**src/cache_consts.svh**
```systemverilog
`ifndef CACHE_CONSTS_SVH
`define CACHE_CONSTS_SVH

// address split, word addressed
`define ADDR_W     32
`define TAG_W      20
`define INDEX_W    10
`define OFFSET_W   2

// data path
`define WORD_W     32
`define LINE_WORDS 4   // words per line

// organisation
`define SETS       1024
`define WAYS       2

`endif

```
**src/cache_types_pkg.sv**
```systemverilog
package cache_types_pkg;

	`include "cache_consts.svh"

	typedef logic [`WORD_W-1:0] word_t;

	// word 0 sits in the low bits
	typedef logic [`LINE_WORDS-1:0][`WORD_W-1:0] line_t;

	typedef struct packed {
		logic [`TAG_W-1:0]    tag;
		logic [`INDEX_W-1:0]  index;
		logic [`OFFSET_W-1:0] offset;   // word within the line
	} addr_fields_t;

	// raw for the memory side, fields for the lookup
	typedef union packed {
		logic [`ADDR_W-1:0] raw;
		addr_fields_t       f;
	} addr_u;

	typedef struct packed {
		logic              valid;
		logic              used;    // most recently used way of the set
		logic              dirty;
		logic [`TAG_W-1:0] tag;
	} tag_entry_t;

endpackage

```
**src/way_ram_if.sv**
```systemverilog
`timescale 1ns/1ps
`include "cache_consts.svh"

interface way_ram_if;
	import cache_types_pkg::*;

	logic [`INDEX_W-1:0] index;
	tag_entry_t          tag_wr;
	line_t               line_wr;
	logic                tag_we;
	logic                line_we;
	tag_entry_t          tag_rd;   // registered, one cycle after index
	line_t               line_rd;
	logic                busy;     // reset sweep in progress

	modport ram (
		input  index, tag_wr, line_wr, tag_we, line_we,
		output tag_rd, line_rd, busy
	);

	modport ctrl (
		output index, tag_wr, line_wr, tag_we, line_we,
		input  tag_rd, line_rd, busy
	);

	modport look (input tag_rd, line_rd);

endinterface

```
**src/way_lookup.sv**
```systemverilog
`timescale 1ns/1ps

module way_lookup (
	way_ram_if.look                 way0,
	way_ram_if.look                 way1,
	input  cache_types_pkg::addr_u  addr,
	output logic                    hit,
	output logic                    hit_way,
	output logic                    victim_way,
	output logic                    victim_dirty,
	output cache_types_pkg::word_t  rd_word,
	output cache_types_pkg::line_t  hit_line
);
	import cache_types_pkg::*;

	tag_entry_t t0;
	tag_entry_t t1;
	tag_entry_t tv;
	logic       hit0;
	logic       hit1;

	assign t0 = way0.tag_rd;
	assign t1 = way1.tag_rd;

	assign hit0    = t0.valid && (t0.tag == addr.f.tag);
	assign hit1    = t1.valid && (t1.tag == addr.f.tag);
	assign hit     = hit0 | hit1;
	assign hit_way = ~hit0 & hit1;      // way 0 wins, a double hit cannot happen anyway

	assign hit_line = hit_way ? way1.line_rd : way0.line_rd;
	assign rd_word  = hit_line[addr.f.offset];

	// first invalid way, else the one not used last
	always_comb begin
		if (!t0.valid)
			victim_way = 1'b0;
		else if (!t1.valid)
			victim_way = 1'b1;
		else
			victim_way = t0.used;
	end

	assign tv           = victim_way ? t1 : t0;
	assign victim_dirty = tv.valid & tv.dirty;

endmodule

```
**src/flat_wrapper.sv**
```systemverilog
// flat-port wrapper written by rule: the top's interface ports become plain ports
module way_lookup_flat import cache_types_pkg::*;
  (addr, hit, hit_way, victim_way, victim_dirty, rd_word, hit_line, way0_tag_rd, way0_line_rd, way1_tag_rd, way1_line_rd);
  way_ram_if way0_i ();
  way_ram_if way1_i ();
  input  cache_types_pkg::addr_u addr;
  output logic hit;
  output logic hit_way;
  output logic victim_way;
  output logic victim_dirty;
  output cache_types_pkg::word_t rd_word;
  output cache_types_pkg::line_t hit_line;
  input wire logic [$bits(way0_i.tag_rd)-1:0] way0_tag_rd;
  input wire logic [$bits(way0_i.line_rd)-1:0] way0_line_rd;
  input wire logic [$bits(way1_i.tag_rd)-1:0] way1_tag_rd;
  input wire logic [$bits(way1_i.line_rd)-1:0] way1_line_rd;
  assign way0_i.tag_rd = way0_tag_rd;
  assign way0_i.line_rd = way0_line_rd;
  assign way1_i.tag_rd = way1_tag_rd;
  assign way1_i.line_rd = way1_line_rd;
  way_lookup u_core (.way0(way0_i), .way1(way1_i), .addr(addr), .hit(hit), .hit_way(hit_way), .victim_way(victim_way), .victim_dirty(victim_dirty), .rd_word(rd_word), .hit_line(hit_line));
endmodule
```
**config.mk**
```make
export PLATFORM = sky130hd
export DESIGN_NAME = way_lookup_flat
export DESIGN_NICKNAME = d
export VERILOG_FILES = /design/src/cache_types_pkg.sv /design/src/way_ram_if.sv /design/src/way_lookup.sv /design/src/flat_wrapper.sv
export VERILOG_INCLUDE_DIRS = /design/src /design/src/src
export SDC_FILE = /design/constraint.sdc
export NUM_CORES = 1
export LEC_CHECK = 0
export ABC_AREA = 1
export BUFFER_PORTS_ARGS = -buffer_cell sky130_fd_sc_hd__buf_2
export CELL_PAD_IN_SITES_DETAIL_PLACEMENT = 2
export CELL_PAD_IN_SITES_GLOBAL_PLACEMENT = 2
export CORE_MARGIN = 10
export CORE_UTILIZATION = 13
export DETAILED_ROUTE_END_ITERATION = 7
export GPL_TIMING_DRIVEN = 0
export PLACE_DENSITY_LB_ADDON = 0.08
export SYNTH_ARGS = -nofsm -noshare
export SYNTH_HDL_FRONTEND = slang
export SYNTH_SLANG_ARGS = --single-unit
```
**constraint.sdc**
```tcl
create_clock -name vclk -period 5.2
set_clock_uncertainty 0.1 [all_clocks]
set_input_delay 1.04 -clock vclk [all_inputs]
set_output_delay 1.04 -clock vclk [all_outputs]
set_load 0.05 [all_outputs]
```
==> impl_metrics.csv <==
group,metric,value,unit
yosys,synth_top_cell_area_share,42.2,%
route,vias,7675,
power_and_ir_drop,leakagePower,4.27,nW
floorplanning,fp.coreArea,28900,sq um
power_and_ir_drop,p_switching,0.000509,W
route,drcViolationCount,0,
power_and_ir_drop,internal-power,0.000205,W
sta,timing.final.crit_share,84.3,%
place,portBuffers,486,
yosys,synth.area.top_cells,"nand3_1, nand2_1, inv_1",
yosys,syn-num-nets,1186,
power_and_ir_drop,power.density,105,nW/um^2
route,wire_per_inst,23.1,um
finish,fill_cells,3837,
run_status,status,"completed",
floorplanning,die-area,36700,sq um
sta,hold_violations,0,
global_route,grt_pass1_wl,56100,um
sta,fmax,228,MHz
finish,seq_cell_count,0,
yosys,synth.avg_cell_area,4.50,sq um
clock_tree,hold_buffers,0,
global_route,first_global_vias,8532,
global_route,grt_max_degree,11,
sta,rsz0062_at_grt,"false",
floorplanning,start_util,13.3,%
yosys,yosys-mux-area-fraction,0,%
yosys,synth_simple_gate_area_share,81.5,%
sta,maxSlewViolCount,0,
place,dp_hpwl,35500,um
floorplanning,num_rows,62,
yosys,synth_compound_area_share,2.48,%
place,gp_congestion,0.799,
setup_path,path_max_fanout,10,
route,firstDrtPassIters,4,
yosys,syn_area,3830,sq um
sta,post-route-min-period,4.39,ns
sta,slew_headroom,48.0,%
power_and_ir_drop,pwr-share-seq,0,%
yosys,synth_largest_area_cell,"nand3_1",
global_route,gr-usage-all-layers,20.3,%
power_and_ir_drop,p_comb_share,100.0,%
yosys,synth_top_family_by_area,"simple AND/OR/NAND/NOR gates",
finish,mostFrequentLayoutCells,"buf_2, nand2_1, nand3_1, inv_1, nor2_1",
floorplanning,die_w,192,um
setup_path,critPathRequiredTime,4.06,ns
yosys,synth-adder-area-share,0,%
yosys,ys_types,22,
finish,fin_nets,1674,
hold_path,hp-class,"input port to output port",
finish,area_delta_synth_final,76.9,%
yosys,syn_inst,852,
route,wl,40000,um
floorplanning,die_h,192,um
setup_path,worstSetupStartpointType,"input port",
sta,setup_viol,0,
power_and_ir_drop,switching_share,71.3,%
route,ant_nets,0,
route,viasPerCell,4.42,
floorplanning,io_pins,498,
clock_tree,postCtsSetupRepairBufs,0,
route,drt_iter0_markers,285,
global_route,antenna_found_initial,18,
finish,num-clock-buffers,0,
yosys,synth_xor_area_share,1.14,%
yosys,ys_seq_area_share,0,%
yosys,ys_warn_count,0,
job,maxCapViolCount,0,
global_route,grt.overflow.total,0,
finish,register_area,0,sq um
power_and_ir_drop,p_clk_share,0,%
finish,layout-drive-gt1-share,39.9,%
power_and_ir_drop,ir_drop,39.2,uV
power_and_ir_drop,total_power,0.000714,W
setup_path,critPathKind,"input port to output port",
sta,tightestPinTransition,0.779,ns
setup_path,cp.arrival,3.25,ns
clock_tree,cts_resized,0,
sta,tns,0,ns
finish,final_common_cell,"buf_2",
setup_path,end_kind,"output port",
==> layout make-up <==
class | instances | area [sq um] | share of cell area [%]
diodes | 13 | 32.5 | 0.480
plain buffers | 62 | 393 | 5.80
inverters | 47 | 176 | 2.60
multi-input cells | 743 | 3260 | 48.1
well taps | 384 | 480 | 7.09
repair buffers | 486 | 2430 | 35.9
==> synth_stat cells <==
cell,number
a21boi_0,1
a21oi_1,2
buf_1,8
buf_2,14
buf_4,14
buf_6,12
clkbuf_1,14
clkinv_1,1
inv_1,41
inv_2,5
nand2_1,372
nand3_1,323
nand3_2,1
nor2_1,23
nor2_2,1
o211ai_1,2
o21ai_0,8
o21ai_1,2
o22ai_1,2
or2_2,1
xnor2_1,4
xor2_1,1
==> through the flow <==
step	worst slack, ns	hold WS, ns	cells	instance area [sq um]	util [%]
6_report	0.814	2.37	1735	6780	23.5
5_1_grt	0.382	2.41	1730	6760	23.4
4_1_cts	0.666	2.38	1722	6740	23.4
3_5_place_dp	0.664	2.38	1722	6740	23.4
3_3_place_gp	0.676	2.36	1722	6740	23.4
2_1_floorplan	1.14	2.24	852	3830	-
==> path summary, 6_finish.rpt <==
| kind | from | endpoint | slack, ns | cells past startpoint |
|---|---|---|---|---|
| max | addr[17] | rd_word[17] | 0.81 | 15 |
| min | way1_tag_rd[20] | victim_dirty | 2.37 | 4 |
==> power by group through the flow <==
stage | clock network (W) | registers [W] | logic (W)
4_1_cts | 0 | 0 | 0.000726
3_3_place_gp | 0 | 0 | 0.000718
2_1_floorplan | 0 | 0 | 0.000437
6_report | 0.000000000335 | 0 | 0.000714
3_5_place_dp | 0 | 0 | 0.000725
5_1_grt | 0.000000000206 | 0 | 0.000773
==> critical path, stage by stage <==
cell,delay (ns)
buf_2,0.10
inv_2,0.04
nand2_1,0.08
o21ai_0,0.08
nor2_1,0.09
nand2_1,0.06
nor2_1,0.13
nand3_2,0.15
nand2_1,0.15
clkbuf_1,0.51
nand2_1,0.15
nand3_1,0.11
nand3_1,0.15
nand2_1,0.12
buf_2,0.27
==> cells by family after synthesis <==
| logic type | after synthesis |
|---|---|
| buffers and inverters | 109 |
| and+or+nand+nor | 721 |
| xor gates and xnor gates | 5 |
| AOI/OAI and AO/OA | 17 |
==> metal layers <==
metal	vias up	wire length (um)	global-route usage, %
met5	-	80	0
met4	12	436	3.00
met3	26	3360	6.08
met2	278	20400	37.9
met1	3568	15800	22.4
li1	3791	-	-
Note: power is estimated with default switching activity, not from simulation.
