==> config.mk <==
export PLATFORM = sky130hd
export DESIGN_NAME = mem_burst
export DESIGN_NICKNAME = d
export VERILOG_FILES = /design/src/cache_types_pkg.sv /design/src/cache_fsm_pkg.sv /design/src/mem_burst.sv
export VERILOG_INCLUDE_DIRS = /design/src /design/src/src
export SDC_FILE = /design/constraint.sdc
export NUM_CORES = 1
export LEC_CHECK = 0
export BUFFER_PORTS_ARGS = -buffer_cell sky130_fd_sc_hd__buf_2
export CAP_MARGIN = 20
export CORE_AREA = 2 2 151 153
export CTS_CLUSTER_SIZE = 30
export DETAILED_ROUTE_END_ITERATION = 8
export DIE_AREA = 0 0 153 155
export GPL_TIMING_DRIVEN = 0
export PLACE_DENSITY = 0.69
export SLEW_MARGIN = 40
export SYNTH_ARGS = -nofsm -noshare
export SYNTH_HDL_FRONTEND = slang
export SYNTH_SLANG_ARGS = --single-unit
==> constraint.sdc <==
create_clock -name clk -period 10.7 [get_ports clk]
set_input_delay 0 -clock clk [delete_from_list [all_inputs] [get_ports clk]]
set_output_delay 0 -clock clk [all_outputs]
set_load 0.005 [all_outputs]
==> src/cache_consts.svh <==
`ifndef CACHE_CONSTS_SVH
`define CACHE_CONSTS_SVH

// address split, word addressed
`define ADDR_W     32
`define TAG_W      20
`define INDEX_W    10
`define OFFSET_W   2

// data path
`define WORD_W     32
`define LINE_WORDS 4   // words per line

// organisation
`define SETS       1024
`define WAYS       2

`endif

==> src/cache_types_pkg.sv <==
package cache_types_pkg;

	`include "cache_consts.svh"

	typedef logic [`WORD_W-1:0] word_t;

	// word 0 sits in the low bits
	typedef logic [`LINE_WORDS-1:0][`WORD_W-1:0] line_t;

	typedef struct packed {
		logic [`TAG_W-1:0]    tag;
		logic [`INDEX_W-1:0]  index;
		logic [`OFFSET_W-1:0] offset;   // word within the line
	} addr_fields_t;

	// raw for the memory side, fields for the lookup
	typedef union packed {
		logic [`ADDR_W-1:0] raw;
		addr_fields_t       f;
	} addr_u;

	typedef struct packed {
		logic              valid;
		logic              used;    // most recently used way of the set
		logic              dirty;
		logic [`TAG_W-1:0] tag;
	} tag_entry_t;

endpackage

==> src/cache_fsm_pkg.sv <==
package cache_fsm_pkg;

	typedef enum logic [2:0] {
		st_idle,
		st_lookup,
		st_write_back,
		st_refill,
		st_update       // write refilled line and tag
	} fsm_state_t;

	typedef enum logic [1:0] {
		op_none,
		op_read_line,
		op_write_line
	} burst_op_t;

endpackage

==> src/mem_burst.sv <==
`timescale 1ns/1ps
`include "cache_consts.svh"

module mem_burst (
	input  logic                       clk,
	input  logic                       reset,
	input  logic                       start,
	input  cache_fsm_pkg::burst_op_t   op,
	input  logic [`ADDR_W-1:0]         line_addr,
	input  cache_types_pkg::line_t     wr_line,
	output logic                       done,
	output cache_types_pkg::line_t     rd_line,
	output logic                       read_mem,
	output logic                       write_mem,
	output logic [`ADDR_W-1:0]         addr_mem,
	input  cache_types_pkg::word_t     data_mem,
	output cache_types_pkg::word_t     wdata_mem,
	input  logic                       ready_mem
);
	import cache_types_pkg::*;
	import cache_fsm_pkg::*;

	logic [`OFFSET_W-1:0] cnt;       // words moved so far
	line_t                shift;
	logic                 active;
	logic                 xfer;

	assign active = read_mem | write_mem;
	assign xfer   = active & ready_mem;   // ready low holds everything as is

	always_ff @(posedge clk or negedge reset) begin
		if (!reset) begin
			read_mem  <= 1'b0;
			write_mem <= 1'b0;
			cnt       <= '0;
			done      <= 1'b0;
		end else begin
			done <= 1'b0;
			if (start && !active) begin
				read_mem  <= (op == op_read_line);
				write_mem <= (op == op_write_line);
				cnt       <= '0;
			end else if (xfer) begin
				cnt <= cnt + 1'b1;
				if (cnt == `OFFSET_W'(`LINE_WORDS-1)) begin   // last word
					read_mem  <= 1'b0;
					write_mem <= 1'b0;
					done      <= 1'b1;
				end
			end
		end
	end

	// words enter at the top and leave at the bottom, ascending offset
	always_ff @(posedge clk) begin
		if (start && !active) begin
			addr_mem <= line_addr;
			shift    <= wr_line;
		end else if (xfer) begin
			if (read_mem)
				shift <= {data_mem, shift[`LINE_WORDS-1:1]};
			else
				shift <= {`WORD_W'(0), shift[`LINE_WORDS-1:1]};
		end
	end

	assign wdata_mem = shift[0];
	assign rd_line   = shift;    // holds after done until the next start

endmodule

==> impl_summary.txt <==
----------------------------------------------------
[Detailed routing]
  Routed vias/inst ... 4.465
  Number of routed nets with antenna violations ... 0
  Iter 0 DRT Violations ... 275
  DRC violation count after routing ... 0
  Wire length after detailed routing ... 22.49 mm
  Number of iterations in the first detailed-routing pass ... 5
  Routed len/inst ... 17.68 um
  DR vias ... 5679

[Critical path]
  Slowest stage delay, CP ... 550 ps
  Type of destination of the critical path ... flop
  Setup crit start kind ... flop
  Reg2reg path depth ... 6
  FF-to-FF Start ... write_mem
  Cell-by-cell listing of the critical path ... nor3b_2 -> buf_4 -> buf_4 -> nand2b_4 -> buf_12 -> buf_12
  Delay-heaviest family, CP ... buffers and inverters
  Worst Path Arrival ... 2900 ps
  Crit path kind ... reg2reg
  Register-to-register setup slack ... 7900 ps
  Buf/Inv on CP ... 4
  WP data required ... 10800 ps
  Cell type of the slowest stage on the worst timing path ... sky130_fd_sc_hd__nor3b_2
  Critical path peak fanout ... 43
  Capture instance of the worst register-to-register path ... rd_line[46]

[Power and ir drop]
  Static power due to leakage ... 5.147 nW
  Ratio of total power to cell area ... 255.3 nW/um^2
  Power share of the clock group ... 0.201
  Maximum VDD drop ... 140.6 uV
  Cell internal power dissipation ... 2.048 mW
  Switching Share ... 0.3163
  Switching Power ... 0.9472 mW
  Overall power ... 2.995 mW
  Sequential share of power ... 0.421
  Proportion of power drawn by combinational gates ... 0.379

[Place]
  Detailed placer's ending HPWL ... 14.96 mm
  Number of buffers added on ports ... 392
  Worst slack, placed ... 7806 ps
  Final RePlAce weighted congestion ... 0.8397

[Yosys]
  Simple-Gate Fraction of Synth Area ... 0.006294
  Combinational family with the most area after synthesis ... multiplexers
  Post-Synthesis Cell Area ... 6759 um^2
  Unique cell type count in the Yosys netlist ... 19
  Synthesized instance count ... 360
  Sequential-to-total area share from yosys stat ... 0.7294
  Adder-Cell Fraction of Synth Area ... 0.001851
  Post-synthesis area per instance ... 18.77 um^2
  Xor and xnor fraction of the mapped netlist area ... 0.001296
  Area fraction in compound gates after synthesis ... 0.04776
  Number of enable flip-flop cells after synthesis ... 160
  Most used flip-flop cell after synthesis ... sky130_fd_sc_hd__edfxtp_1
  Leading cell types by total area after synthesis ... sky130_fd_sc_hd__edfxtp_1 (71%), sky130_fd_sc_hd__mux2_2 (8.7%), sky130_fd_sc_hd__mux2_1 (7.3%)
  Commonest cells in the synthesized netlist ... sky130_fd_sc_hd__edfxtp_1 (160), sky130_fd_sc_hd__mux2_2 (52), sky130_fd_sc_hd__mux2_1 (44)
  Fraction of synthesized area in multiplexers ... 0.1614
  Mapped Nets ... 559
  Most frequently used cell type in the post-synthesis netlist ... sky130_fd_sc_hd__edfxtp_1
  Synth Register Bits ... 165
  Portion of synthesized cell area occupied by the leading cell type ... 0.7108
  Post-synth ARST share ... 0.03030
  Syn. warnings ... 0
  Cell type contributing the most total cell area after synthesis ... sky130_fd_sc_hd__edfxtp_1

[Min path]
  Hold Startpoint ... line_addr[10]
  Tightest Hold Check Type ... in2reg
  Hold Path Depth ... 2
  End of the worst hold path ... addr_mem[10]

[Floorplanning]
  Number of rows created at floorplan ... 55
  Die span in x ... 153 um
  Core footprint ... 22230 um^2
  Starting density of the core ... 0.3041
  Top-Level Pins ... 393
  Die ar. ... 23720 um^2
  Die H ... 155 um

[CTS]
  TritonCTS buffer count ... 17
  Buffers inserted during post-CTS setup optimization ... 0
  Clock Tree Buf Depth ... 2
  Clock slew seen by the registers of the worst setup and hold paths ... 80 ps
  Total number of H-tree levels ... 4
  Clock latency on the worst-skew pair ... 420 ps
  Total clock sinks ... 165
  Clock root buffer master ... sky130_fd_sc_hd__clkbuf_16
  TritonCTS clock tree ... yes

[Cells and area]
  Antenna diode count ... 0
  Share of final-layout standard cells stronger than drive strength 1 ... 0.5360
  Flip-flop and latch area ... 4930 um^2
  Final net count ... 1173
  Final-layout fill cell count ... 1799
  Area of the multi-input gates ... 1485 um^2
  Layout Utilization ... 0.5278
  Area added between synthesis and finish ... 73.57%

[STA]
  F_max ... 357.3 MHz
  Post-route clock skew ... 12.65 ps
  Post-layout minimum cycle time ... 2799 ps
  Worst Setup Slack, final ... 7901 ps
  Post-route fraction of the period consumed by the critical path ... 0.2616
  Worst slew slack as a fraction of its limit ... 0.5289
  Setup repair after global routing missed its margin ... false
  Max-slew violation count ... 0
  Pin slew with the least headroom to its limit ... 706.7 ps
  Summed negative setup slack over all endpoints ... 0 ps
  Final hold violations ... 0
  Final setup viols ... 0

[Global route]
  Number of global-route vias before repair ... 6093
  Leftover overflow at the end of global routing ... 0
  Global-route wire length before repair ... 33.26 mm
  Total GRT Usage ... 0.1828
  Number of antenna violations at the first check in global routing ... 0
  Pin count of the biggest net entering global routing ... 44

[Run status]
  Result of the run ... finished clean

[Job]
  Total of max-cap violations ... 0

----------------------------------------------------
-- sequential cells by signal (all words and copies together) (netlist names) --
register   cells
rd_line       96
addr_mem      32
wdata_mem     32
cnt            2
done           1
read_mem       1
write_mem      1
-- cell families after synthesis --
logic type                 after synthesis
muxes                                   97
xor gates and xnor gates                 1
and+or+nand+nor                          5
buffers and inverters                   53
adders and majority gates                1
DFF                                    165
AOI/OAI and AO/OA                       38
-- placed cells by master (no fill, tap or decap), drive strengths merged --
master       instances
inv                 11
nor2                 1
or4b                 2
dlygate4sd3        200
mux2                96
edfxtp             160
nor3b                1
a22o                32
o211ai               1
a32o                 2
o21ai                3
nand2b               1
dfrtp                5
clkinv               7
clkbuf              21
xnor2                1
mux2i                1
ha                   1
buf                441
-- worst max-delay path by stage --
stage                         start  depth (start not counted)       endpoint
final                     write_mem                          6    rd_line[46]
after global routing      write_mem                          6   wdata_mem[9]
after CTS                 write_mem                          5   rd_line[111]
after detailed placement  write_mem                          6  wdata_mem[13]
after global placement    write_mem                          4  wdata_mem[12]
after floorplan           write_mem                          4   rd_line[100]
-- per-layer routing --
metal,GRT usage,share of wire,vias to the layer above
met1,0.2074,0.38,2720
met3,0.04875,0.067,42
met5,0,0,-
met4,0.06526,0.026,0
met2,0.3323,0.52,302
li1,-,-,2615
-- worst register-to-register path, delay by kind of cell, from the launching register on --
kind / cells / cell delay, ps
buffers and inverters: 4 / 1020
flip-flops: 1 / 470
AND/OR/NAND/NOR: 2 / 950
-- metrics by stage --
step / area [um^2] / hold WS [ps] / cells
after global placement: 9077 / -176.9 / 1037
after detailed placement: 9145 / -175.2 / 1040
after CTS: 11730 / 261.4 / 1272
after global routing: 11730 / 256.6 / 1272
final: 11730 / 285.9 / 1272
after floorplan: 6759 / -295.6 / 360
-- final cells by class --
cell class / instances / share of cell area
plain buffers: 50 / 0.02922
clock inverters: 15 / 0.01333
multi-input cells: 142 / 0.1266
well taps: 285 / 0.03040
clock buffers: 17 / 0.03626
repair buffers: 595 / 0.3430
flip-flops and latches: 165 / 0.4202
inverters: 3 / 0.0009599
-- repair_timing --
item	4_1_cts	5_1_grt
resized for setup	0	0
hold buffers	200	0
endpoints found under the hold margin	170	0
-- power groups by stage --
stage | clock (mW) | combinational [mW] | sequential (mW)
detailed placement | 0 | 1.01 | 1.27
CTS | 0.615 | 1.13 | 1.26
finish | 0.601 | 1.13 | 1.26
global route | 0.643 | 1.22 | 1.29
global placement | 0 | 0.967 | 1.31
floorplan | 0 | 0.456 | 1.30
(Power assumes the default switching activity.)
