===== src/cache_consts.svh =====
`ifndef CACHE_CONSTS_SVH
`define CACHE_CONSTS_SVH

// address split, word addressed
`define ADDR_W     32
`define TAG_W      20
`define INDEX_W    10
`define OFFSET_W   2

// data path
`define WORD_W     32
`define LINE_WORDS 4   // words per line

// organisation
`define SETS       1024
`define WAYS       2

`endif


===== src/cache_types_pkg.sv =====
package cache_types_pkg;

	`include "cache_consts.svh"

	typedef logic [`WORD_W-1:0] word_t;

	// word 0 sits in the low bits
	typedef logic [`LINE_WORDS-1:0][`WORD_W-1:0] line_t;

	typedef struct packed {
		logic [`TAG_W-1:0]    tag;
		logic [`INDEX_W-1:0]  index;
		logic [`OFFSET_W-1:0] offset;   // word within the line
	} addr_fields_t;

	// raw for the memory side, fields for the lookup
	typedef union packed {
		logic [`ADDR_W-1:0] raw;
		addr_fields_t       f;
	} addr_u;

	typedef struct packed {
		logic              valid;
		logic              used;    // most recently used way of the set
		logic              dirty;
		logic [`TAG_W-1:0] tag;
	} tag_entry_t;

endpackage


===== src/cache_fsm_pkg.sv =====
package cache_fsm_pkg;

	typedef enum logic [2:0] {
		st_idle,
		st_lookup,
		st_write_back,
		st_refill,
		st_update       // write refilled line and tag
	} fsm_state_t;

	typedef enum logic [1:0] {
		op_none,
		op_read_line,
		op_write_line
	} burst_op_t;

endpackage


===== src/way_ram_if.sv =====
`timescale 1ns/1ps
`include "cache_consts.svh"

interface way_ram_if;
	import cache_types_pkg::*;

	logic [`INDEX_W-1:0] index;
	tag_entry_t          tag_wr;
	line_t               line_wr;
	logic                tag_we;
	logic                line_we;
	tag_entry_t          tag_rd;   // registered, one cycle after index
	line_t               line_rd;
	logic                busy;     // reset sweep in progress

	modport ram (
		input  index, tag_wr, line_wr, tag_we, line_we,
		output tag_rd, line_rd, busy
	);

	modport ctrl (
		output index, tag_wr, line_wr, tag_we, line_we,
		input  tag_rd, line_rd, busy
	);

	modport look (input tag_rd, line_rd);

endinterface


===== src/cache_fsm.sv =====
`timescale 1ns/1ps
`include "cache_consts.svh"

module cache_fsm (
	input  logic                       clk,
	input  logic                       reset,
	input  logic                       read_up,
	input  logic                       write_up,
	input  logic [`ADDR_W-1:0]         addr_up,
	input  cache_types_pkg::word_t     wdata_up,
	output logic                       stall_up,
	output cache_types_pkg::word_t     rdata_up,
	output cache_types_pkg::addr_u     req_addr,
	way_ram_if.ctrl                    way0,
	way_ram_if.ctrl                    way1,
	input  logic                       hit,
	input  logic                       hit_way,
	input  logic                       victim_way,
	input  logic                       victim_dirty,
	input  cache_types_pkg::word_t     rd_word,
	input  cache_types_pkg::line_t     hit_line,
	output logic                       burst_start,
	output cache_fsm_pkg::burst_op_t   burst_op,
	output logic [`ADDR_W-1:0]         burst_addr,
	output cache_types_pkg::line_t     burst_line,
	input  logic                       burst_done,
	input  cache_types_pkg::line_t     burst_rd_line
);
	import cache_types_pkg::*;
	import cache_fsm_pkg::*;

	fsm_state_t          state;
	logic                stall_q;
	logic                accept;
	logic                is_write;
	logic                fill_way;
	word_t               wdata_q;
	addr_u               addr_in;
	logic [`INDEX_W-1:0] idx;
	tag_entry_t          victim_tag;
	line_t               merged_line;
	line_t               line_wr;
	tag_entry_t          tag_rd [`WAYS];
	tag_entry_t          tag_wr [`WAYS];
	logic                tag_we [`WAYS];
	logic                line_we [`WAYS];

	assign addr_in  = addr_up;
	assign accept   = (state == st_idle) && !way0.busy && !way1.busy && (read_up || write_up);
	assign stall_up = stall_q | way0.busy | way1.busy;

	always_ff @(posedge clk or negedge reset) begin
		if (!reset) begin
			state   <= st_idle;
			stall_q <= 1'b0;
		end else begin
			case (state)
				st_idle: begin
					if (accept) begin
						state   <= st_lookup;
						stall_q <= 1'b1;
					end
				end
				st_lookup: begin
					if (hit) begin
						state   <= st_idle;
						stall_q <= 1'b0;
					end else if (victim_dirty) begin
						state <= st_write_back;
					end else begin
						state <= st_refill;
					end
				end
				st_write_back: if (burst_done) state <= st_refill;
				st_refill:     if (burst_done) state <= st_update;
				st_update:     state <= st_lookup;   // retry that now completes as a hit
				default:       state <= st_idle;
			endcase
		end
	end

	always_ff @(posedge clk) begin
		if (accept) begin
			req_addr <= addr_in;
			is_write <= write_up;
			wdata_q  <= wdata_up;
		end
		if (state == st_lookup && !hit)
			fill_way <= victim_way;
		if (state == st_lookup && hit && !is_write)
			rdata_up <= rd_word;
	end

	// index comes straight from the port while idle so the RAM read starts with the strobe
	assign idx        = (state == st_idle) ? addr_in.f.index : req_addr.f.index;
	assign tag_rd[0]  = way0.tag_rd;
	assign tag_rd[1]  = way1.tag_rd;
	assign victim_tag = victim_way ? tag_rd[1] : tag_rd[0];

	always_comb begin
		merged_line = hit_line;
		merged_line[req_addr.f.offset] = wdata_q;
	end

	assign line_wr = (state == st_update) ? burst_rd_line : merged_line;

	// used bit follows the accessed way and the other way is cleared
	always_comb begin
		for (int w = 0; w < `WAYS; w++) begin
			tag_wr[w]  = tag_rd[w];
			tag_we[w]  = 1'b0;
			line_we[w] = 1'b0;
			if (state == st_lookup && hit) begin
				tag_we[w]      = 1'b1;
				tag_wr[w].used = (hit_way == w[0]);
				if (hit_way == w[0] && is_write) begin
					tag_wr[w].dirty = 1'b1;
					line_we[w]      = 1'b1;
				end
			end else if (state == st_update) begin
				tag_we[w]      = 1'b1;
				tag_wr[w].used = 1'b0;
				if (fill_way == w[0]) begin
					tag_wr[w]  = '{valid: 1'b1, used: 1'b1, dirty: 1'b0, tag: req_addr.f.tag};
					line_we[w] = 1'b1;
				end
			end
		end
	end

	always_comb begin
		burst_start = 1'b0;
		burst_op    = op_none;
		burst_addr  = {req_addr.raw[`ADDR_W-1:`OFFSET_W], {`OFFSET_W{1'b0}}};
		if (state == st_lookup && !hit) begin
			burst_start = 1'b1;
			if (victim_dirty) begin
				burst_op   = op_write_line;
				burst_addr = {victim_tag.tag, req_addr.f.index, {`OFFSET_W{1'b0}}};
			end else begin
				burst_op = op_read_line;
			end
		end else if (state == st_write_back && burst_done) begin
			burst_start = 1'b1;     // fetch the new line once the write-back is done
			burst_op    = op_read_line;
		end
	end

	assign burst_line = victim_way ? way1.line_rd : way0.line_rd;

	assign way0.index   = idx;
	assign way0.tag_wr  = tag_wr[0];
	assign way0.tag_we  = tag_we[0];
	assign way0.line_wr = line_wr;
	assign way0.line_we = line_we[0];
	assign way1.index   = idx;
	assign way1.tag_wr  = tag_wr[1];
	assign way1.tag_we  = tag_we[1];
	assign way1.line_wr = line_wr;
	assign way1.line_we = line_we[1];

endmodule


===== src/flat_wrapper.sv =====
// flat-port wrapper written by rule: the top's interface ports become plain ports
module cache_fsm_flat import cache_types_pkg::*; import cache_fsm_pkg::*;
  (clk, reset, read_up, write_up, addr_up, wdata_up, stall_up, rdata_up, req_addr, hit, hit_way, victim_way, victim_dirty, rd_word, hit_line, burst_start, burst_op, burst_addr, burst_line, burst_done, burst_rd_line, way0_index, way0_tag_wr, way0_line_wr, way0_tag_we, way0_line_we, way0_tag_rd, way0_line_rd, way0_busy, way1_index, way1_tag_wr, way1_line_wr, way1_tag_we, way1_line_we, way1_tag_rd, way1_line_rd, way1_busy);
  way_ram_if way0_i ();
  way_ram_if way1_i ();
  input  logic clk;
  input  logic reset;
  input  logic read_up;
  input  logic write_up;
  input  logic [`ADDR_W-1:0] addr_up;
  input  cache_types_pkg::word_t wdata_up;
  output logic stall_up;
  output cache_types_pkg::word_t rdata_up;
  output cache_types_pkg::addr_u req_addr;
  input  logic hit;
  input  logic hit_way;
  input  logic victim_way;
  input  logic victim_dirty;
  input  cache_types_pkg::word_t rd_word;
  input  cache_types_pkg::line_t hit_line;
  output logic burst_start;
  output cache_fsm_pkg::burst_op_t burst_op;
  output logic [`ADDR_W-1:0] burst_addr;
  output cache_types_pkg::line_t burst_line;
  input  logic burst_done;
  input  cache_types_pkg::line_t burst_rd_line;
  output wire logic [$bits(way0_i.index)-1:0] way0_index;
  output wire logic [$bits(way0_i.tag_wr)-1:0] way0_tag_wr;
  output wire logic [$bits(way0_i.line_wr)-1:0] way0_line_wr;
  output wire logic [$bits(way0_i.tag_we)-1:0] way0_tag_we;
  output wire logic [$bits(way0_i.line_we)-1:0] way0_line_we;
  input wire logic [$bits(way0_i.tag_rd)-1:0] way0_tag_rd;
  input wire logic [$bits(way0_i.line_rd)-1:0] way0_line_rd;
  input wire logic [$bits(way0_i.busy)-1:0] way0_busy;
  output wire logic [$bits(way1_i.index)-1:0] way1_index;
  output wire logic [$bits(way1_i.tag_wr)-1:0] way1_tag_wr;
  output wire logic [$bits(way1_i.line_wr)-1:0] way1_line_wr;
  output wire logic [$bits(way1_i.tag_we)-1:0] way1_tag_we;
  output wire logic [$bits(way1_i.line_we)-1:0] way1_line_we;
  input wire logic [$bits(way1_i.tag_rd)-1:0] way1_tag_rd;
  input wire logic [$bits(way1_i.line_rd)-1:0] way1_line_rd;
  input wire logic [$bits(way1_i.busy)-1:0] way1_busy;
  assign way0_index = way0_i.index;
  assign way0_tag_wr = way0_i.tag_wr;
  assign way0_line_wr = way0_i.line_wr;
  assign way0_tag_we = way0_i.tag_we;
  assign way0_line_we = way0_i.line_we;
  assign way0_i.tag_rd = way0_tag_rd;
  assign way0_i.line_rd = way0_line_rd;
  assign way0_i.busy = way0_busy;
  assign way1_index = way1_i.index;
  assign way1_tag_wr = way1_i.tag_wr;
  assign way1_line_wr = way1_i.line_wr;
  assign way1_tag_we = way1_i.tag_we;
  assign way1_line_we = way1_i.line_we;
  assign way1_i.tag_rd = way1_tag_rd;
  assign way1_i.line_rd = way1_line_rd;
  assign way1_i.busy = way1_busy;
  cache_fsm u_core (.clk(clk), .reset(reset), .read_up(read_up), .write_up(write_up), .addr_up(addr_up), .wdata_up(wdata_up), .stall_up(stall_up), .rdata_up(rdata_up), .req_addr(req_addr), .way0(way0_i), .way1(way1_i), .hit(hit), .hit_way(hit_way), .victim_way(victim_way), .victim_dirty(victim_dirty), .rd_word(rd_word), .hit_line(hit_line), .burst_start(burst_start), .burst_op(burst_op), .burst_addr(burst_addr), .burst_line(burst_line), .burst_done(burst_done), .burst_rd_line(burst_rd_line));
endmodule

===== config.mk =====
export PLATFORM = sky130hd
export DESIGN_NAME = cache_fsm_flat
export DESIGN_NICKNAME = d
export VERILOG_FILES = /design/src/cache_types_pkg.sv /design/src/cache_fsm_pkg.sv /design/src/way_ram_if.sv /design/src/cache_fsm.sv /design/src/flat_wrapper.sv
export VERILOG_INCLUDE_DIRS = /design/src /design/src/src
export SDC_FILE = /design/constraint.sdc
export NUM_CORES = 1
export LEC_CHECK = 0
export BUFFER_PORTS_ARGS = -buffer_cell sky130_fd_sc_hd__buf_4
export CAP_MARGIN = 20
export CORE_AREA = 2 2 471 473
export DETAILED_ROUTE_END_ITERATION = 8
export DIE_AREA = 0 0 473 475
export GPL_TIMING_DRIVEN = 0
export HOLD_SLACK_MARGIN = 0.03
export SYNTH_ARGS = -nofsm -noshare
export SYNTH_HDL_FRONTEND = slang
export SYNTH_SLANG_ARGS = --single-unit

===== constraint.sdc =====
create_clock -name clk -period 10.7 [get_ports clk]
set_input_delay 0.535 -clock clk [delete_from_list [all_inputs] [get_ports clk]]
set_output_delay 0.535 -clock clk [all_outputs]
set_load 0.01 [all_outputs]

==> results of run 1 <==
[state kept, by name, summed over array words and instances, names as in the netlist]
name	cells
u_core.rdata_up	32
u_core.req_addr	32
u_core.wdata_q	32
u_core.state	3
u_core.fill_way	1
u_core.is_write	1
u_core.stall_q	1
[routing by layer]
| layer | part of all wire | GRT usage | vias up |
|---|---|---|---|
| li1 | - | - | 6108 |
| met1 | 0.28 | 0.1257 | 6832 |
| met2 | 0.55 | 0.3065 | 1314 |
| met3 | 0.096 | 0.05725 | 377 |
| met4 | 0.068 | 0.1026 | 40 |
| met5 | 0.0015 | 0 | - |
[path summary, 6_finish.rpt]
kind                                                 end                        start  slack, ps  cells after the start
setup / recovery                        way1_line_wr[62]  u_core.state[1]$_DFFE_PN0P_       6030                      7
setup reg to reg           u_core.req_addr[15]$_DFFE_PP_  u_core.state[1]$_DFFE_PN0P_       7370                     12
min in group asynchronous    u_core.state[2]$_DFFE_PN0P_                        reset        440                      2
max in group asynchronous    u_core.state[1]$_DFFE_PN0P_                        reset      10160                      2
hold reg to reg               u_core.stall_q$_DFFE_PN0P_   u_core.stall_q$_DFFE_PN0P_        510                      1
hold / removal              u_core.wdata_q[25]$_DFFE_PP_                 wdata_up[25]        250                      1
[final cells by class]
class | count | area share
flip-flops and latches | 102 | 0.1291
multi-input cells | 666 | 0.2167
repair buffers | 1292 | 0.4179
clock inverters | 7 | 0.004088
well taps | 2871 | 0.1524
diodes | 51 | 0.005415
clock buffers | 9 | 0.009557
inverters | 5 | 0.0007964
plain buffers | 224 | 0.06398
[cell families after synthesis]
kind of cell           count (synthesis)
AO/OA/AOI/OAI                        179
XOR/XNOR                               1
buffers and inverters                229
flip-flops                           102
multiplexers                         326
other                                  1
AND/OR/NAND/NOR                      158
[critical path, delay by kind of cell, from the launching register on]
| kind | cells | cell delay (ps) |
|---|---|---|
| buffers and inverters | 5 | 1800 |
| AOI/OAI and AO/OA | 1 | 730 |
| and+or+nand+nor | 1 | 720 |
| DFF | 1 | 370 |
[layout by cell type (no fill, tap or decap), types with 2 or more instances in the layout]
| cell | n |
|---|---|
| buf_4 | 1424 |
| mux2i_1 | 148 |
| mux2_2 | 146 |
| nand2_1 | 130 |
| o21ai_0 | 99 |
| edfxtp_1 | 98 |
| diode_2 | 51 |
| buf_2 | 44 |
| a21oi_1 | 40 |
| mux2_1 | 32 |
| o21ai_1 | 31 |
| clkbuf_1 | 17 |
| buf_6 | 15 |
| nor2_1 | 10 |
| clkbuf_16 | 9 |
| buf_8 | 6 |
| inv_1 | 5 |
| buf_1 | 4 |
| dfrtp_1 | 4 |
| nand2b_1 | 3 |
| clkinv_8 | 3 |
| buf_16 | 3 |
| a31oi_1 | 2 |
| nor4b_2 | 2 |
| or2_2 | 2 |
| a221o_1 | 2 |
| a21o_1 | 2 |
| conb_1 | 2 |
| inv_8 | 2 |
| clkbuf_4 | 2 |
[Yosys cell counts, drive strengths merged]
| library cell | count | area [um2] |
|---|---|---|
| o21ai | 130 | 650.6 |
| or2 | 2 | 12.51 |
| or3 | 1 | 6.260 |
| a211o | 1 | 8.760 |
| a221o | 2 | 20.02 |
| nand2b | 3 | 18.77 |
| inv | 5 | 18.77 |
| and4bb | 1 | 12.51 |
| mux2 | 178 | 2004 |
| edfxtp | 98 | 2943 |
| mux2i | 148 | 1481 |
| conb | 1 | 3.750 |
| o31ai | 1 | 7.510 |
| a21o | 2 | 15.01 |
| nor4b | 2 | 23.77 |
| dfrtp | 4 | 100.1 |
| nor2 | 11 | 41.29 |
| and3b | 1 | 8.760 |
| buf | 207 | 1443 |
| nor3b | 2 | 26.28 |
| a31o | 1 | 8.760 |
| nand4bb | 1 | 11.26 |
| nor2b | 1 | 6.260 |
| xnor2 | 1 | 8.760 |
| nor3 | 1 | 5.000 |
| a31oi | 2 | 12.51 |
| clkbuf | 17 | 63.81 |
| a21oi | 40 | 200.2 |
| nand2 | 130 | 488.0 |
| and2 | 2 | 12.52 |
[repair_timing]
action	4_1_cts	5_1_grt
endpoints found under the hold margin	4	0
hold buffers	1	0
setup endpoints to repair	0	0
[power breakdown]
group / total [mW] / internal, mW / switching (mW)
logic: 1.82 / 0.819 / 0.996
clock network: 0.422 / 0.172 / 0.250
registers: 0.552 / 0.485 / 0.0671
==> results.cfg, run 1 <==
[placed_design]
post-dp-hpwl_mm = 168.1
dp_slack_ps = 6236
globalplace.congestion = 1.847
place_area_um2 = 23090
placedCellCount = 5157
io_buffer_count = 1216

[grt]
grt_max_degree = 23
track_usage = 0.1551
grt_pass1_vias = 14060
grt_pass1_wl_mm = 208.3
gr-total-overflow = 0
grt_antenna_before_repair = 158

[cells_and_area]
fillCellCount = 25360
multi_input_area_um2 = 5107
design_area_um2 = 23570
area_growth_pct = 143.9
drive_gt1_frac = 0.7219
final_util = 0.1076
nNetsFinal = 2965
seq_area_um2 = 3043
fin_cells = 5227

[logic_synthesis]
synth-simple-area-share = 0.06966
synth_cell_types = 38
synth_area_um2 = 9663
yosysWarnings = 0
synth_seq_cells = 102
synth-xor-area-share = 0.0009064
yosysSeqAreaShare = 0.3149
yosys.area_share.adder = 0
postSynthCellCount = 996
synth_top_family_by_area = multiplexers
synth_compound_area_frac = 0.09556
muxShareOfSynthArea = 0.3607
avgSynthCellArea_um2 = 9.702

[floorplan]
start_util = 0.04411
coreArea_um2 = 219100
ioPinCount = 1219
die_h_um = 475
die_area_um2 = 224700
die_x_um = 473
num_rows = 172

[timing]
fin_setup_tns_ps = 0
fmax_mhz = 214.0
fin_crit_sh = 0.4367
setup_viol = 0
hold_slack_ps = 248.3
hold_viol = 0
tightest_slew_ps = 1293
slew_violations = 0
rsz0062_at_grt = false
slew_headroom = 0.1286
setup_ws_ps = 6027
period_needed_ps = 4673
fin_skew_ps = 18.79

[flow_run]
cap_violations = 0

[worst_setup_path]
crit_type = flip-flop to output pin
cp_cell_sequence = buf_2 > nor3b_4 > buf_4 > clkbuf_1 > o21ai_0 > buf_4 > buf_4
slowest_stage = clkbuf_1
worst_path_most_repeated_cell = buf_4
cp_max_fo = 10
critPathLaunchType = flip-flop
critPathMaxStageDelay_ps = 780
cp.arrival_ps = 4140
worstPathRequired_ps = 10170
end_kind = output pin

[cts]
cts_buffer_depth = 2
clkLatencyLatePin_ps = 450
cts_tree = built
cts_sinks = 102
clockRootBuffer = clkbuf_16
clkTransAtPathRegs_ps = 120
cts-buffers-inserted = 9
h-tree-depth = 3
cts_resized = 0
cts_setup_buffers = 0

[detailed_routing]
dr.pass1.iters = 5
viasPerCell = 2.807
ant_nets = 0
num_vias = 14670
drt_iter0_drc = 967
wl_per_cell_um = 34.99
routed_wl_mm = 182.9
drcViolationCount = 0

[power]
p_total_mw = 2.789
p_leak_nw = 10.51
power_density_nw_per_um2 = 118.4
max-vdd-ir-drop_mv = 0.06251

[worst_hold_path]
hold_path_class = input pin to flip-flop

[run_status]
status = complete, no violations
Power figures use the tool's default switching activity.
==> run 2: changes to the inputs <==
==> constraint.sdc (replaced) <==
create_clock -name clk -period 4.71 [get_ports clk]
set_input_delay 0.2355 -clock clk [delete_from_list [all_inputs] [get_ports clk]]
set_output_delay 0.2355 -clock clk [all_outputs]
set_load 0.01 [all_outputs]
==> run 2 against run 1 <==
Largest cell class unchanged. Critical path depth rose by 1. Via count rose by 4.2%. Count of clock-buffer cells in the layout did not move. Highest routed layer unchanged. Die area did not move. Sequential power rose by 130%. Sequential share of layout area fell by 0.52 points. The flow now finishes with violations (capacitance limit, slew limit).
==> results.cfg, run 2 (synthesis gave the netlist of run 1 again) <==
[cells_and_area]
reg.largest.list = u_core.rdata_up (32), u_core.req_addr (32), u_core.wdata_q (32)
area_growth_pct = 154.0
multi_input_area_um2 = 5129
final_util = 0.1120
layout_commonest_cell = buf_4
seq_area_um2 = 3043
design_area_um2 = 24550
fillCellCount = 25240
drive_gt1_frac = 0.6947
layout_common_cells = 1423 x buf_4, 148 x mux2i_1, 146 x mux2_2, 130 x nand2_1
nNetsFinal = 3061

[worst_setup_path]
critPathMaxStageDelay_ps = 800
path_delay_family = buffers and inverters
worst_path_most_repeated_cell = buf_4
end_kind = output pin
slowest_stage = clkbuf_1
path_buf_inv = 6
cp_max_fo = 10
cp_cell_sequence = buf_2 > nor3b_4 > buf_16 > buf_4 > clkbuf_1 > o21ai_0 > buf_4 > buf_4
critPathLaunchType = flip-flop
cp.arrival_ps = 3760
crit_type = flip-flop to output pin
worstPathRequired_ps = 4470

[timing]
period_needed_ps = 3995
fin_skew_ps = 26.89
slew_violations = 1
tightest_slew_ps = 1492
setup_viol = 0
hold_viol = 0
fin_crit_sh = 0.8483
hold_slack_ps = 100.5
fmax_mhz = 250.3
slew_headroom = -0.005240
setup_ws_ps = 714.7
rsz0062_at_grt = false

[worst_hold_path]
hold_path_class = input pin to flip-flop

[placed_design]
post-dp-hpwl_mm = 171.5
io_buffer_count = 1216
place_area_um2 = 23080
dp_slack_ps = 1118
globalplace.congestion = 2.093

[grt]
gr-total-overflow = 0
track_usage = 0.1601
grt_pass1_vias = 14710
grt_max_degree = 33
grt_antenna_before_repair = 162
grt_pass1_wl_mm = 215.3

[detailed_routing]
routed_wl_mm = 188.4
viasPerCell = 2.865
num_vias = 15280
ant_nets = 0
dr.pass1.iters = 7
drt_iter0_drc = 1028
drcViolationCount = 0
wl_per_cell_um = 35.32

[cts]
cts_buffer_depth = 2
cts-buffers-inserted = 9
clockRootBuffer = clkbuf_16
cts_resized = 0
cts_sinks = 102
cts_tree = built
clkTransAtPathRegs_ps = 120
h-tree-depth = 3
clkLatencyLatePin_ps = 460

[floorplan]
die_x_um = 473
die_h_um = 475
die_area_um2 = 224700
start_util = 0.04411
ioPinCount = 1219
num_rows = 172
coreArea_um2 = 219100

[power]
p_total_mw = 6.417
power_density_nw_per_um2 = 261.4
max-vdd-ir-drop_mv = 0.1736
p_leak_nw = 10.91

[flow_run]
cap_violations = 2

[run_status]
violations = capacitance limit, slew limit
status = complete, but fails checks
==> run 2: routing by layer <==
metal,global-route usage,vias to the layer above,part of all wire
met5,0,-,0.0018
met4,0.1195,54,0.077
met3,0.05957,438,0.096
met2,0.3122,1321,0.55
met1,0.1278,7175,0.27
li1,-,6295,-
==> run 2: worst paths after layout <==
path,from,to,slack (ps),cells after the start
setup / recovery,u_core.state[1]$_DFFE_PN0P_,way1_line_wr[61],710,8
hold / removal,victim_way,u_core.fill_way$_DFFE_PP_,100,1
setup reg to reg,u_core.state[1]$_DFFE_PN0P_,u_core.req_addr[27]$_DFFE_PP_,1720,7
hold reg to reg,u_core.stall_q$_DFFE_PN0P_,u_core.stall_q$_DFFE_PN0P_,510,1
max in group asynchronous,reset,u_core.stall_q$_DFFE_PN0P_,4460,2
min in group asynchronous,reset,u_core.state[2]$_DFFE_PN0P_,150,2
==> run 2: final cells by class <==
type / instances / area share
timing repair buffer: 1388 / 0.4396
multi-input combinational: 666 / 0.2089
tap: 2871 / 0.1463
sequential: 102 / 0.1240
buffer: 224 / 0.06158
clock buffer: 9 / 0.009175
antenna: 63 / 0.006423
clock inverter: 7 / 0.003160
inverter: 5 / 0.0007646
==> run 2: what timing repair did <==
| action | 4_1_cts | 5_1_grt |
|---|---|---|
| setup buffers | 0 | 0 |
| hold endpoints to repair | 102 | 0 |
| hold buffers | 98 | 0 |
| endpoints found under the setup margin | 0 | 0 |
==> run 2: where the power goes <==
| group | leakage, nW | internal [mW] | switching, mW | total (mW) |
|---|---|---|---|---|
| Clock | 0.150 | 0.380 | 0.539 | 0.918 |
| Combinational | 9.81 | 1.92 | 2.32 | 4.24 |
| Sequential | 0.943 | 1.10 | 0.157 | 1.26 |
| Total | 10.9 | 3.40 | 3.02 | 6.42 |
==> run 2: through the flow <==
step                cells  setup TNS (ps)
floorplan             997               0
global placement     5084          -53100
detailed placement   5155               0
CTS                  5269               0
global route         5318               0
finish               5335               0
